--- src/design/fw_defines.svh ---
`ifndef FW_DEFINES_SVH
`define FW_DEFINES_SVH

// ====================
// Firmware table geometry
// ====================

// One table slot per 3-bit slot id.
`define FW_MAX_ROM 8

// Where downloaded images start in DDR3.
`define FW_BASE_ADDR 28'h500000

// Image header length in bytes.
`define FW_HEADER_BYTES 16

// Images are sized in 16 KiB blocks.
`define FW_BLOCK_SHIFT 14

// Host download index that carries firmware.
`define FW_INDEX 2

`endif

--- src/design/fw_types_pkg.sv ---
`default_nettype none

package fw_types_pkg;

   // One table entry per loaded image.
   typedef struct packed {
      logic  [7:0] block_count;
      logic  [7:0] sram_block_count;
      logic [27:0] store_address;
   } fw_rom_t;

   // Slot identities.
   // Most slots carry generic images.
   typedef enum logic [2:0] {
      cart_gen_0,
      cart_fm_pac,
      cart_gm2,
      cart_gen_3,
      cart_gen_4,
      cart_gen_5,
      cart_gen_6,
      cart_gen_7
   } cart_type_e;

   // Battery SRAM blocks for a slot.
   function automatic logic [7:0] sram_blocks(cart_type_e slot);
      case (slot)
         cart_fm_pac: return 8'd2;
         cart_gm2:    return 8'd4;
         default:     return 8'd0;
      endcase
   endfunction

endpackage

`default_nettype wire

--- src/design/fw_bus_pkg.sv ---
`default_nettype none

package fw_bus_pkg;

   // Byte read request towards the DDR3 controller.
   typedef struct packed {
      logic [27:0] addr;
      logic        rd;
      logic        request;
   } ddr_req_t;

   // Broadcast write to all slot stores.
   typedef struct packed {
      logic                  clear;
      logic                  we;
      logic            [2:0] id;
      fw_types_pkg::fw_rom_t rec;
   } slot_wr_t;

   typedef enum logic [1:0] {
      st_sleep,
      st_clean,
      st_parse,
      st_parse_block
   } parse_state_e;

endpackage

`default_nettype wire

--- src/design/fw_header_parser.sv ---
`timescale 1ns/10ps
`include "fw_defines.svh"
`default_nettype none

module fw_header_parser (
   input  wire logic                 clk,
   input  wire logic                 rst_n,
   input  wire logic                 ioctl_download,
   input  wire logic          [15:0] ioctl_index,
   input  wire logic          [26:0] ioctl_addr,
   input  wire logic                 ddr3_ready,
   input  wire logic           [7:0] ddr3_dout,
   output fw_bus_pkg::ddr_req_t      ddr3,
   output fw_bus_pkg::slot_wr_t      slot_wr,
   input  wire logic                 update_ack,
   output logic                      update_request
);
   import fw_types_pkg::*;
   import fw_bus_pkg::*;

   parse_state_e state;
   logic         last_download;
   logic  [27:0] offset;
   logic   [3:0] head_addr;
   logic   [2:0] slot_id;
   logic         stored_any;
   logic         rd_q;
   logic  [27:0] rel_addr;
   logic         dl_end;
   logic         byte_valid;
   logic         past_end;
   logic         next_past_end;
   logic         magic_bad;
   logic         last_byte;
   logic         parse_done;

   // ====================
   // Address and status decode
   // ====================

   assign dl_end = last_download & ~ioctl_download
                 & (ioctl_index[5:0] == 6'(`FW_INDEX));

   // Offset of the current byte within the download.
   assign rel_addr      = offset + 28'(head_addr);
   assign past_end      = rel_addr > {1'b0, ioctl_addr};
   assign next_past_end = (rel_addr + 28'd1) > {1'b0, ioctl_addr};

   // A requested byte has arrived.
   assign byte_valid = (state == st_parse_block) & ddr3_ready & ~rd_q;
   assign last_byte  = head_addr == 4'd6;

   always_comb begin
      case (head_addr)
         4'd0:    magic_bad = ddr3_dout != "M";
         4'd1:    magic_bad = ddr3_dout != "S";
         4'd2:    magic_bad = ddr3_dout != "X";
         default: magic_bad = 1'b0;
      endcase
   end

   assign parse_done = ((state == st_parse) & past_end)
                     | (byte_valid & (magic_bad | (~last_byte & next_past_end)));

   assign ddr3 = '{addr:    `FW_BASE_ADDR + rel_addr,
                   rd:      rd_q,
                   request: state != st_sleep};

   // ====================
   // Table write
   // ====================

   always_comb begin
      slot_wr.clear                = state == st_clean;
      slot_wr.we                   = byte_valid & last_byte;
      slot_wr.id                   = slot_id;
      slot_wr.rec.block_count      = ddr3_dout;
      slot_wr.rec.sram_block_count = sram_blocks(cart_type_e'(slot_id));
      slot_wr.rec.store_address    = `FW_BASE_ADDR + offset + 28'(`FW_HEADER_BYTES);
   end

   // ====================
   // Header walk FSM
   // ====================

   always_ff @(posedge clk or negedge rst_n) begin
      if (!rst_n) begin
         state          <= st_sleep;
         last_download  <= 1'b0;
         offset         <= 28'd0;
         head_addr      <= 4'd0;
         slot_id        <= 3'd0;
         stored_any     <= 1'b0;
         rd_q           <= 1'b0;
         update_request <= 1'b0;
      end else begin
         last_download <= ioctl_download;
         rd_q          <= 1'b0;

         // Held until the consumer acknowledges.
         if (parse_done && stored_any)
            update_request <= 1'b1;
         else if (update_ack)
            update_request <= 1'b0;

         if (parse_done) begin
            state <= st_sleep;
         end else begin
            case (state)
               st_sleep: begin
                  if (dl_end) begin
                     offset     <= 28'd0;
                     head_addr  <= 4'd0;
                     stored_any <= 1'b0;
                     state      <= st_clean;
                  end
               end
               st_clean: begin
                  state <= st_parse;
               end
               st_parse: begin
                  if (ddr3_ready && !rd_q) begin
                     rd_q  <= 1'b1;
                     state <= st_parse_block;
                  end
               end
               st_parse_block: begin
                  if (byte_valid) begin
                     if (last_byte) begin
                        // Skip header and image body.
                        offset     <= offset + 28'(`FW_HEADER_BYTES)
                                    + (28'(ddr3_dout) << `FW_BLOCK_SHIFT);
                        head_addr  <= 4'd0;
                        stored_any <= 1'b1;
                        state      <= st_parse;
                     end else begin
                        if (head_addr == 4'd4)
                           slot_id <= ddr3_dout[2:0];
                        head_addr <= head_addr + 4'd1;
                        rd_q      <= 1'b1;
                     end
                  end
               end
               default: state <= st_sleep;
            endcase
         end
      end
   end

endmodule

`default_nettype wire

--- src/design/fw_slot_store.sv ---
`timescale 1ns/10ps
`default_nettype none

module fw_slot_store (
   input  wire logic                 clk,
   input  wire logic                 rst_n,
   input  wire logic           [2:0] slot_index,
   input  wire fw_bus_pkg::slot_wr_t slot_wr,
   output fw_types_pkg::fw_rom_t     rec
);

   logic hit;

   // Only the addressed slot takes the write.
   assign hit = slot_wr.we & (slot_wr.id == slot_index);

   always_ff @(posedge clk or negedge rst_n) begin
      if (!rst_n) begin
         rec <= '0;
      end else if (slot_wr.clear) begin
         rec <= '0;
      end else if (hit) begin
         rec <= slot_wr.rec;
      end
   end

endmodule

`default_nettype wire

--- src/design/fw_slot_lookup.sv ---
`timescale 1ns/10ps
`include "fw_defines.svh"
`default_nettype none

module fw_slot_lookup (
   input  wire logic                  clk,
   input  wire logic                  rst_n,
   input  wire fw_types_pkg::fw_rom_t recs [`FW_MAX_ROM],
   input  wire logic            [2:0] query_id,
   output fw_types_pkg::fw_rom_t      query_rec
);

   // Registered read port with one cycle latency.
   always_ff @(posedge clk or negedge rst_n) begin
      if (!rst_n) begin
         query_rec <= '0;
      end else begin
         query_rec <= recs[query_id];
      end
   end

endmodule

`default_nettype wire

--- src/design/fw_loader_top.sv ---
`timescale 1ns/10ps
`include "fw_defines.svh"
`default_nettype none

module fw_loader_top (
   input  wire logic                 clk,
   input  wire logic                 rst_n,
   input  wire logic                 ioctl_download,
   input  wire logic          [15:0] ioctl_index,
   input  wire logic          [26:0] ioctl_addr,
   input  wire logic                 ddr3_ready,
   input  wire logic           [7:0] ddr3_dout,
   output fw_bus_pkg::ddr_req_t      ddr3,
   input  wire logic                 update_ack,
   output logic                      update_request,
   input  wire logic           [2:0] query_id,
   output fw_types_pkg::fw_rom_t     query_rec
);
   import fw_types_pkg::*;
   import fw_bus_pkg::*;

   slot_wr_t slot_wr;
   fw_rom_t  recs [`FW_MAX_ROM];

   fw_header_parser u_fw_header_parser (
      .clk            (clk),
      .rst_n          (rst_n),
      .ioctl_download (ioctl_download),
      .ioctl_index    (ioctl_index),
      .ioctl_addr     (ioctl_addr),
      .ddr3_ready     (ddr3_ready),
      .ddr3_dout      (ddr3_dout),
      .ddr3           (ddr3),
      .slot_wr        (slot_wr),
      .update_ack     (update_ack),
      .update_request (update_request)
   );

   // ====================
   // Slot table
   // ====================

   for (genvar i = 0; i < `FW_MAX_ROM; i++) begin : g_slot
      fw_slot_store u_fw_slot_store (
         .clk        (clk),
         .rst_n      (rst_n),
         .slot_index (3'(i)),
         .slot_wr    (slot_wr),
         .rec        (recs[i])
      );
   end

   fw_slot_lookup u_fw_slot_lookup (
      .clk       (clk),
      .rst_n     (rst_n),
      .recs      (recs),
      .query_id  (query_id),
      .query_rec (query_rec)
   );

endmodule

`default_nettype wire

--- config.mk ---
export PLATFORM = sky130hd
export DESIGN_NAME = fw_loader_top
export DESIGN_NICKNAME = d
export VERILOG_FILES = /design/src/design/fw_types_pkg.sv /design/src/design/fw_bus_pkg.sv /design/src/design/fw_header_parser.sv /design/src/design/fw_slot_store.sv /design/src/design/fw_slot_lookup.sv /design/src/design/fw_loader_top.sv
export VERILOG_INCLUDE_DIRS = /design/src /design/src/design
export SDC_FILE = /design/constraint.sdc
export NUM_CORES = 1
export LEC_CHECK = 0
export ABC_AREA = 1
export BUFFER_PORTS_ARGS = -buffer_cell sky130_fd_sc_hd__buf_4
export CAP_MARGIN = 10
export CORE_ASPECT_RATIO = 1.1
export CORE_MARGIN = 2
export CORE_UTILIZATION = 49
export DETAILED_ROUTE_END_ITERATION = 10
export HOLD_SLACK_MARGIN = 0.1
export MAX_ROUTING_LAYER = met4
export PLACE_DENSITY_LB_ADDON = 0.15
export SETUP_SLACK_MARGIN = 0.15
export SLEW_MARGIN = 10
export SYNTH_ARGS = -nofsm -noshare
export SYNTH_HDL_FRONTEND = slang
export SYNTH_HIERARCHICAL = 1
export SYNTH_SLANG_ARGS = --single-unit
--- constraint.sdc ---
create_clock -name clk -period 4.9 [get_ports clk]
set_input_delay 0.98 -clock clk [delete_from_list [all_inputs] [get_ports clk]]
set_output_delay 0.98 -clock clk [all_outputs]
set_load 0.005 [all_outputs]
==> run summary <==
The longest individual stage delay on the worst path is 0.52 ns. The critical setup path kind is flop to flop. In the routed layout, each cell is associated on average with a via count of 5.62.

The power per cell area came out at 341 nW/µm². The run finished with clean final reports. The number of sinks driven by the clock tree is 433. In this run the worst setup path begins at u_fw_header_parser/head_addr[1].

The count of endpoints failing hold in the final timing report came out at 0. The synthesized netlist contains 46 unique library cells. The first global-routing pass estimated 141,000 µm of wire.

The total global-route track usage came out at 30.6%. In this run the number of cells on the critical path is 24. 134 I/O pins were placed.

After the last flow step, the layout net total stands at 3,870. By area, the combinational part of the netlist is dominated by simple AND/OR/NAND/NOR gates. The growth of design area from synthesis to finish came out at 8.18%.

The core area is 58,300 µm². The slack of the worst reg-to-reg path came out at 0.65 ns. The post-detailed-route wirelength per cell is 20.0 µm.

For this run, the leading register cell type out of synthesis is sky130_fd_sc_hd__dfrtp_1. The flip-flop and latch count after synthesis came out at 433. After synthesis, the mean cell area works out to 7.66 µm².

The number of diodes came out at 0. The count of buffer and inverter cells on the critical path is 3. The initial cell density of the core is 49.3%.

The reported leakage power came out at 16.3 nW. The vertical die dimension came out at 258 µm. The buffers inserted during post-CTS setup optimization is 0. For the pin with the worst max-slew slack, the measured transition is 1.26 ns. The total grt overflow came out at 0. STA classifies the critical path startpoint as a flop.

The share of cell area taken by muxes after synthesis is 0%. On the critical path the largest part of the delay comes from simple AND/OR/NAND/NOR gates. The worst setup path is captured at a flop. Setup repair after global routing left no endpoint under its margin. The post-synthesis compound-gate area fraction is 1.28%. The worst-case headroom to the max-slew limit came out at 15.5%. The path class of the tightest hold or removal check is primary input to async pin.

The number of buffers inserted by hold repair at cts is 0. In this design, the critical path's most frequently occurring cell is sky130_fd_sc_hd__nand2_1. The final number of max-transition violations was 0.

The most repeated cell in the gate-level netlist after synthesis is sky130_fd_sc_hd__nand2_1. The minimum clock period after layout is 4.25 ns. The xor and xnor fraction of the mapped netlist area is 1.83%.

The adder-cell area share of the yosys netlist came out at 3.18%. The largest net degree at the start of global routing is 144. On the final layout, the worst clock skew is 0.0156 ns. The post-synthesis instance total came out at 3,755.

The worst register-to-register path ends at u_fw_header_parser/head_addr[0]. The reg-to-reg critical path startpoint is u_fw_header_parser/head_addr[1]. The number of gates resized after cts came out at 0. In this run the cell area measured after placement is 29,600 µm². Across the run, the number of max-cap violations was 0.

The first detailed-routing pass took 6 iterations. The path depth of the worst reg2reg path is 24. The arrival time at the worst endpoint is 4.73 ns.

The die is 235 µm wide. The detailed router's first-iteration violation count came out at 2,609. The number of H-tree branching levels is 2.

The critical path goes through ha_1 -> nand2_1 -> nor2_1 -> nand3_1 -> nor3_1 -> buf_4 -> nand3_1 -> inv_1 -> nand4_1 -> nor3_1 -> xor2_1 -> inv_1 -> ha_1 -> nand3_1 -> nor4_1 -> nand2_1 -> nor2_1 -> a21oi_1 -> nand2_1 -> nand2_2 -> a21oi_4 -> nand2_1 -> nand2_1 -> nand2_1. The fraction of final layout cells with drive strength greater than 1 came out at 17.1%. TritonCTS created 49 clock buffers. The largest fanout of any net on the critical path came out at 13.

The final instance area is 31,100 µm². The summed negative setup slack over all endpoints is 0 ns. The cell row count is 93.

The share of flip-flops with an asynchronous set or reset after synthesis came out at 100%. Dividing the final minimum period by the clock period gives 86.7%. The maximum resistive drop on vdd is 465 µV. The detail route stage leaves a number of antenna-violating nets equal to 0. The sum of net half-perimeters after detailed placement came out at 50,500 µm.

The register clock-pin slew on the reported worst setup and hold paths is 0.07 ns. In this run the clock root is driven by a sky130_fd_sc_hd__clkbuf_16. The via count is 25,429.

Routability-driven placement finished with a final weighted congestion of 0.884. By area the synthesized netlist is led by sky130_fd_sc_hd__dfrtp_1 38%, sky130_fd_sc_hd__nand2_1 15%, sky130_fd_sc_hd__nand3_2 11%. The highest clock frequency the design can meet is 0.235 GHz. The maximum count of clock buffers along a single path is 3. The clock latency on the worst-skew pair came out at 0.59 ns. The count of input and output buffers is 123.

The number of flops mapped to enable cells by yosys is 0. The synthesized design spends more area on one cell type than any other, namely sky130_fd_sc_hd__dfrtp_1. The share of the synthesized area in the top cell type came out at 37.7%.

The area fraction in and, or, nand and nor cells after synthesis came out at 42.7%. The sequential-to-total area share from yosys stat came out at 37.7%. The cell area after technology mapping is 28,800 µm².

STA puts the critical path data required time at 5.38 ns. The number of warnings printed during yosys synthesis is 6. By count the netlist is led by 1,179 x sky130_fd_sc_hd__nand2_1, 510 x sky130_fd_sc_hd__inv_1, 433 x sky130_fd_sc_hd__dfrtp_1. The slowest stage of the critical path is the sky130_fd_sc_hd__dfrtp_1 cell. The via count of the first global-routing pass came out at 23,777.

The residual DRC count came out at 0. The initial antenna violation count is 0. TritonCTS built the clock tree.

The die area is 60,600 µm². Setup violations remaining at the end of the flow were counted as 0. For this block, the routed nets add up to 90,600 µm of wire.
==> logic make-up after synthesis <==
group / count (synthesis)
xor gates and xnor gates: 60
buffers and inverters: 829
and+or+nand+nor: 2295
AOI/OAI and AO/OA: 62
other: 3
adders and majority gates: 73
DFF: 433
==> cell usage in the layout, fill, tap and decap left out, types with 2 or more instances in the layout <==
master	count
sky130_fd_sc_hd__a211oi_1	3
sky130_fd_sc_hd__clkbuf_1	13
sky130_fd_sc_hd__nor3_1	11
sky130_fd_sc_hd__xor2_1	46
sky130_fd_sc_hd__xnor2_1	14
sky130_fd_sc_hd__o21bai_1	2
sky130_fd_sc_hd__nor2_1	92
sky130_fd_sc_hd__nand3_2	322
sky130_fd_sc_hd__nor4_1	7
sky130_fd_sc_hd__buf_4	168
sky130_fd_sc_hd__a21oi_2	3
sky130_fd_sc_hd__inv_1	510
sky130_fd_sc_hd__nor3_2	2
sky130_fd_sc_hd__nand2_4	9
sky130_fd_sc_hd__nand4_1	397
sky130_fd_sc_hd__clkinv_2	8
sky130_fd_sc_hd__nor2_4	20
sky130_fd_sc_hd__ha_1	73
sky130_fd_sc_hd__nand3_1	232
sky130_fd_sc_hd__o21ai_0	13
sky130_fd_sc_hd__dfrtp_1	433
sky130_fd_sc_hd__buf_12	13
sky130_fd_sc_hd__conb_1	58
sky130_fd_sc_hd__inv_4	9
sky130_fd_sc_hd__nand2_1	1179
sky130_fd_sc_hd__a21oi_1	31
sky130_fd_sc_hd__inv_2	2
sky130_fd_sc_hd__nand2_2	16
sky130_fd_sc_hd__nor2_2	2
sky130_fd_sc_hd__clkbuf_16	49
sky130_fd_sc_hd__a31oi_1	2
sky130_fd_sc_hd__clkbuf_8	8
sky130_fd_sc_hd__a21o_1	4
==> cell type report <==
type,instances,area (µm²)
Sequential cell,433,10800
Clock inverter,10,77.6
Fill cell,5655,27200
Multi-Input combinational cell,2548,14300
Inverter,523,1990
Tap cell,760,951
Clock buffer,70,1390
Timing Repair Buffer,183,1550
==> through the flow <==
stage | setup slack (ns) | utilization, % | power, W | hold WS, ns | std cells
floorplan | 1.47 | - | 0.00608 | 0.450 | 3810
global placement | 0.699 | 50.8 | 0.00710 | 0.470 | 4447
detailed placement | 0.657 | 50.8 | 0.00712 | 0.470 | 4447
CTS | 0.588 | 53.4 | 0.0106 | 0.304 | 4527
global route | 0.166 | 53.4 | 0.0111 | 0.342 | 4527
finish | 0.650 | 53.4 | 0.0106 | 0.317 | 4527
==> sequential cells by signal (all words and copies together), names as in the netlist <==
| signal | cells |
|---|---|
| u_fw_header_parser/head_addr | 4 |
| u_fw_header_parser/stored_any | 1 |
| u_fw_header_parser/state | 2 |
| u_fw_header_parser/update_request | 1 |
| u_fw_header_parser/rd_q | 1 |
| u_fw_header_parser/slot_id | 3 |
| u_fw_header_parser/offset | 24 |
| g_slot.u_fw_slot_store/rec | 352 |
| u_fw_header_parser/last_download | 1 |
| u_fw_slot_lookup/query_rec | 44 |
==> power by group <==
group / internal (W) / switching [W] / total (W)
combinational: 0.000674 / 0.00263 / 0.00330
sequential: 0.00366 / 0.000132 / 0.00380
clock: 0.00199 / 0.00152 / 0.00351
total: 0.00633 / 0.00428 / 0.0106
==> worst register-to-register path, stage by stage, from the launching register on <==
cell and delay (ns):
sky130_fd_sc_hd__dfrtp_1 0.52, sky130_fd_sc_hd__ha_1 0.25, sky130_fd_sc_hd__nand2_1 0.08, sky130_fd_sc_hd__nor2_1 0.16
sky130_fd_sc_hd__nand3_1 0.13, sky130_fd_sc_hd__nor3_1 0.16, sky130_fd_sc_hd__buf_4 0.17, sky130_fd_sc_hd__nand3_1 0.13
sky130_fd_sc_hd__inv_1 0.11, sky130_fd_sc_hd__nand4_1 0.14, sky130_fd_sc_hd__nor3_1 0.23, sky130_fd_sc_hd__xor2_1 0.17
sky130_fd_sc_hd__inv_1 0.06, sky130_fd_sc_hd__ha_1 0.29, sky130_fd_sc_hd__nand3_1 0.14, sky130_fd_sc_hd__nor4_1 0.21
sky130_fd_sc_hd__nand2_1 0.08, sky130_fd_sc_hd__nor2_1 0.09, sky130_fd_sc_hd__a21oi_1 0.06, sky130_fd_sc_hd__nand2_1 0.08
sky130_fd_sc_hd__nand2_2 0.10, sky130_fd_sc_hd__a21oi_4 0.43, sky130_fd_sc_hd__nand2_1 0.20, sky130_fd_sc_hd__nand2_1 0.11
sky130_fd_sc_hd__nand2_1 0.05
==> worst max path at each step <==
stage                                                  to  slack, ns
after CTS                    u_fw_header_parser/offset[4]       0.59
after detailed placement    u_fw_header_parser/offset[19]       0.66
after floorplan           u_fw_header_parser/head_addr[0]       1.47
after global routing         u_fw_header_parser/offset[6]       0.17
after global placement    u_fw_header_parser/head_addr[1]       0.70
final                     u_fw_header_parser/head_addr[0]       0.65
==> metal layers <==
metal / vias to the layer above / wire [µm] / GRT usage (%)
met1: 12142 / 37700 / 38.8
met4: 0 / 3450 / 11.4
met5: - / 0 / -
met2: 1077 / 42800 / 50.0
li1: 11995 / - / -
met3: 215 / 6650 / 4.34
(Power assumes the default switching activity.)
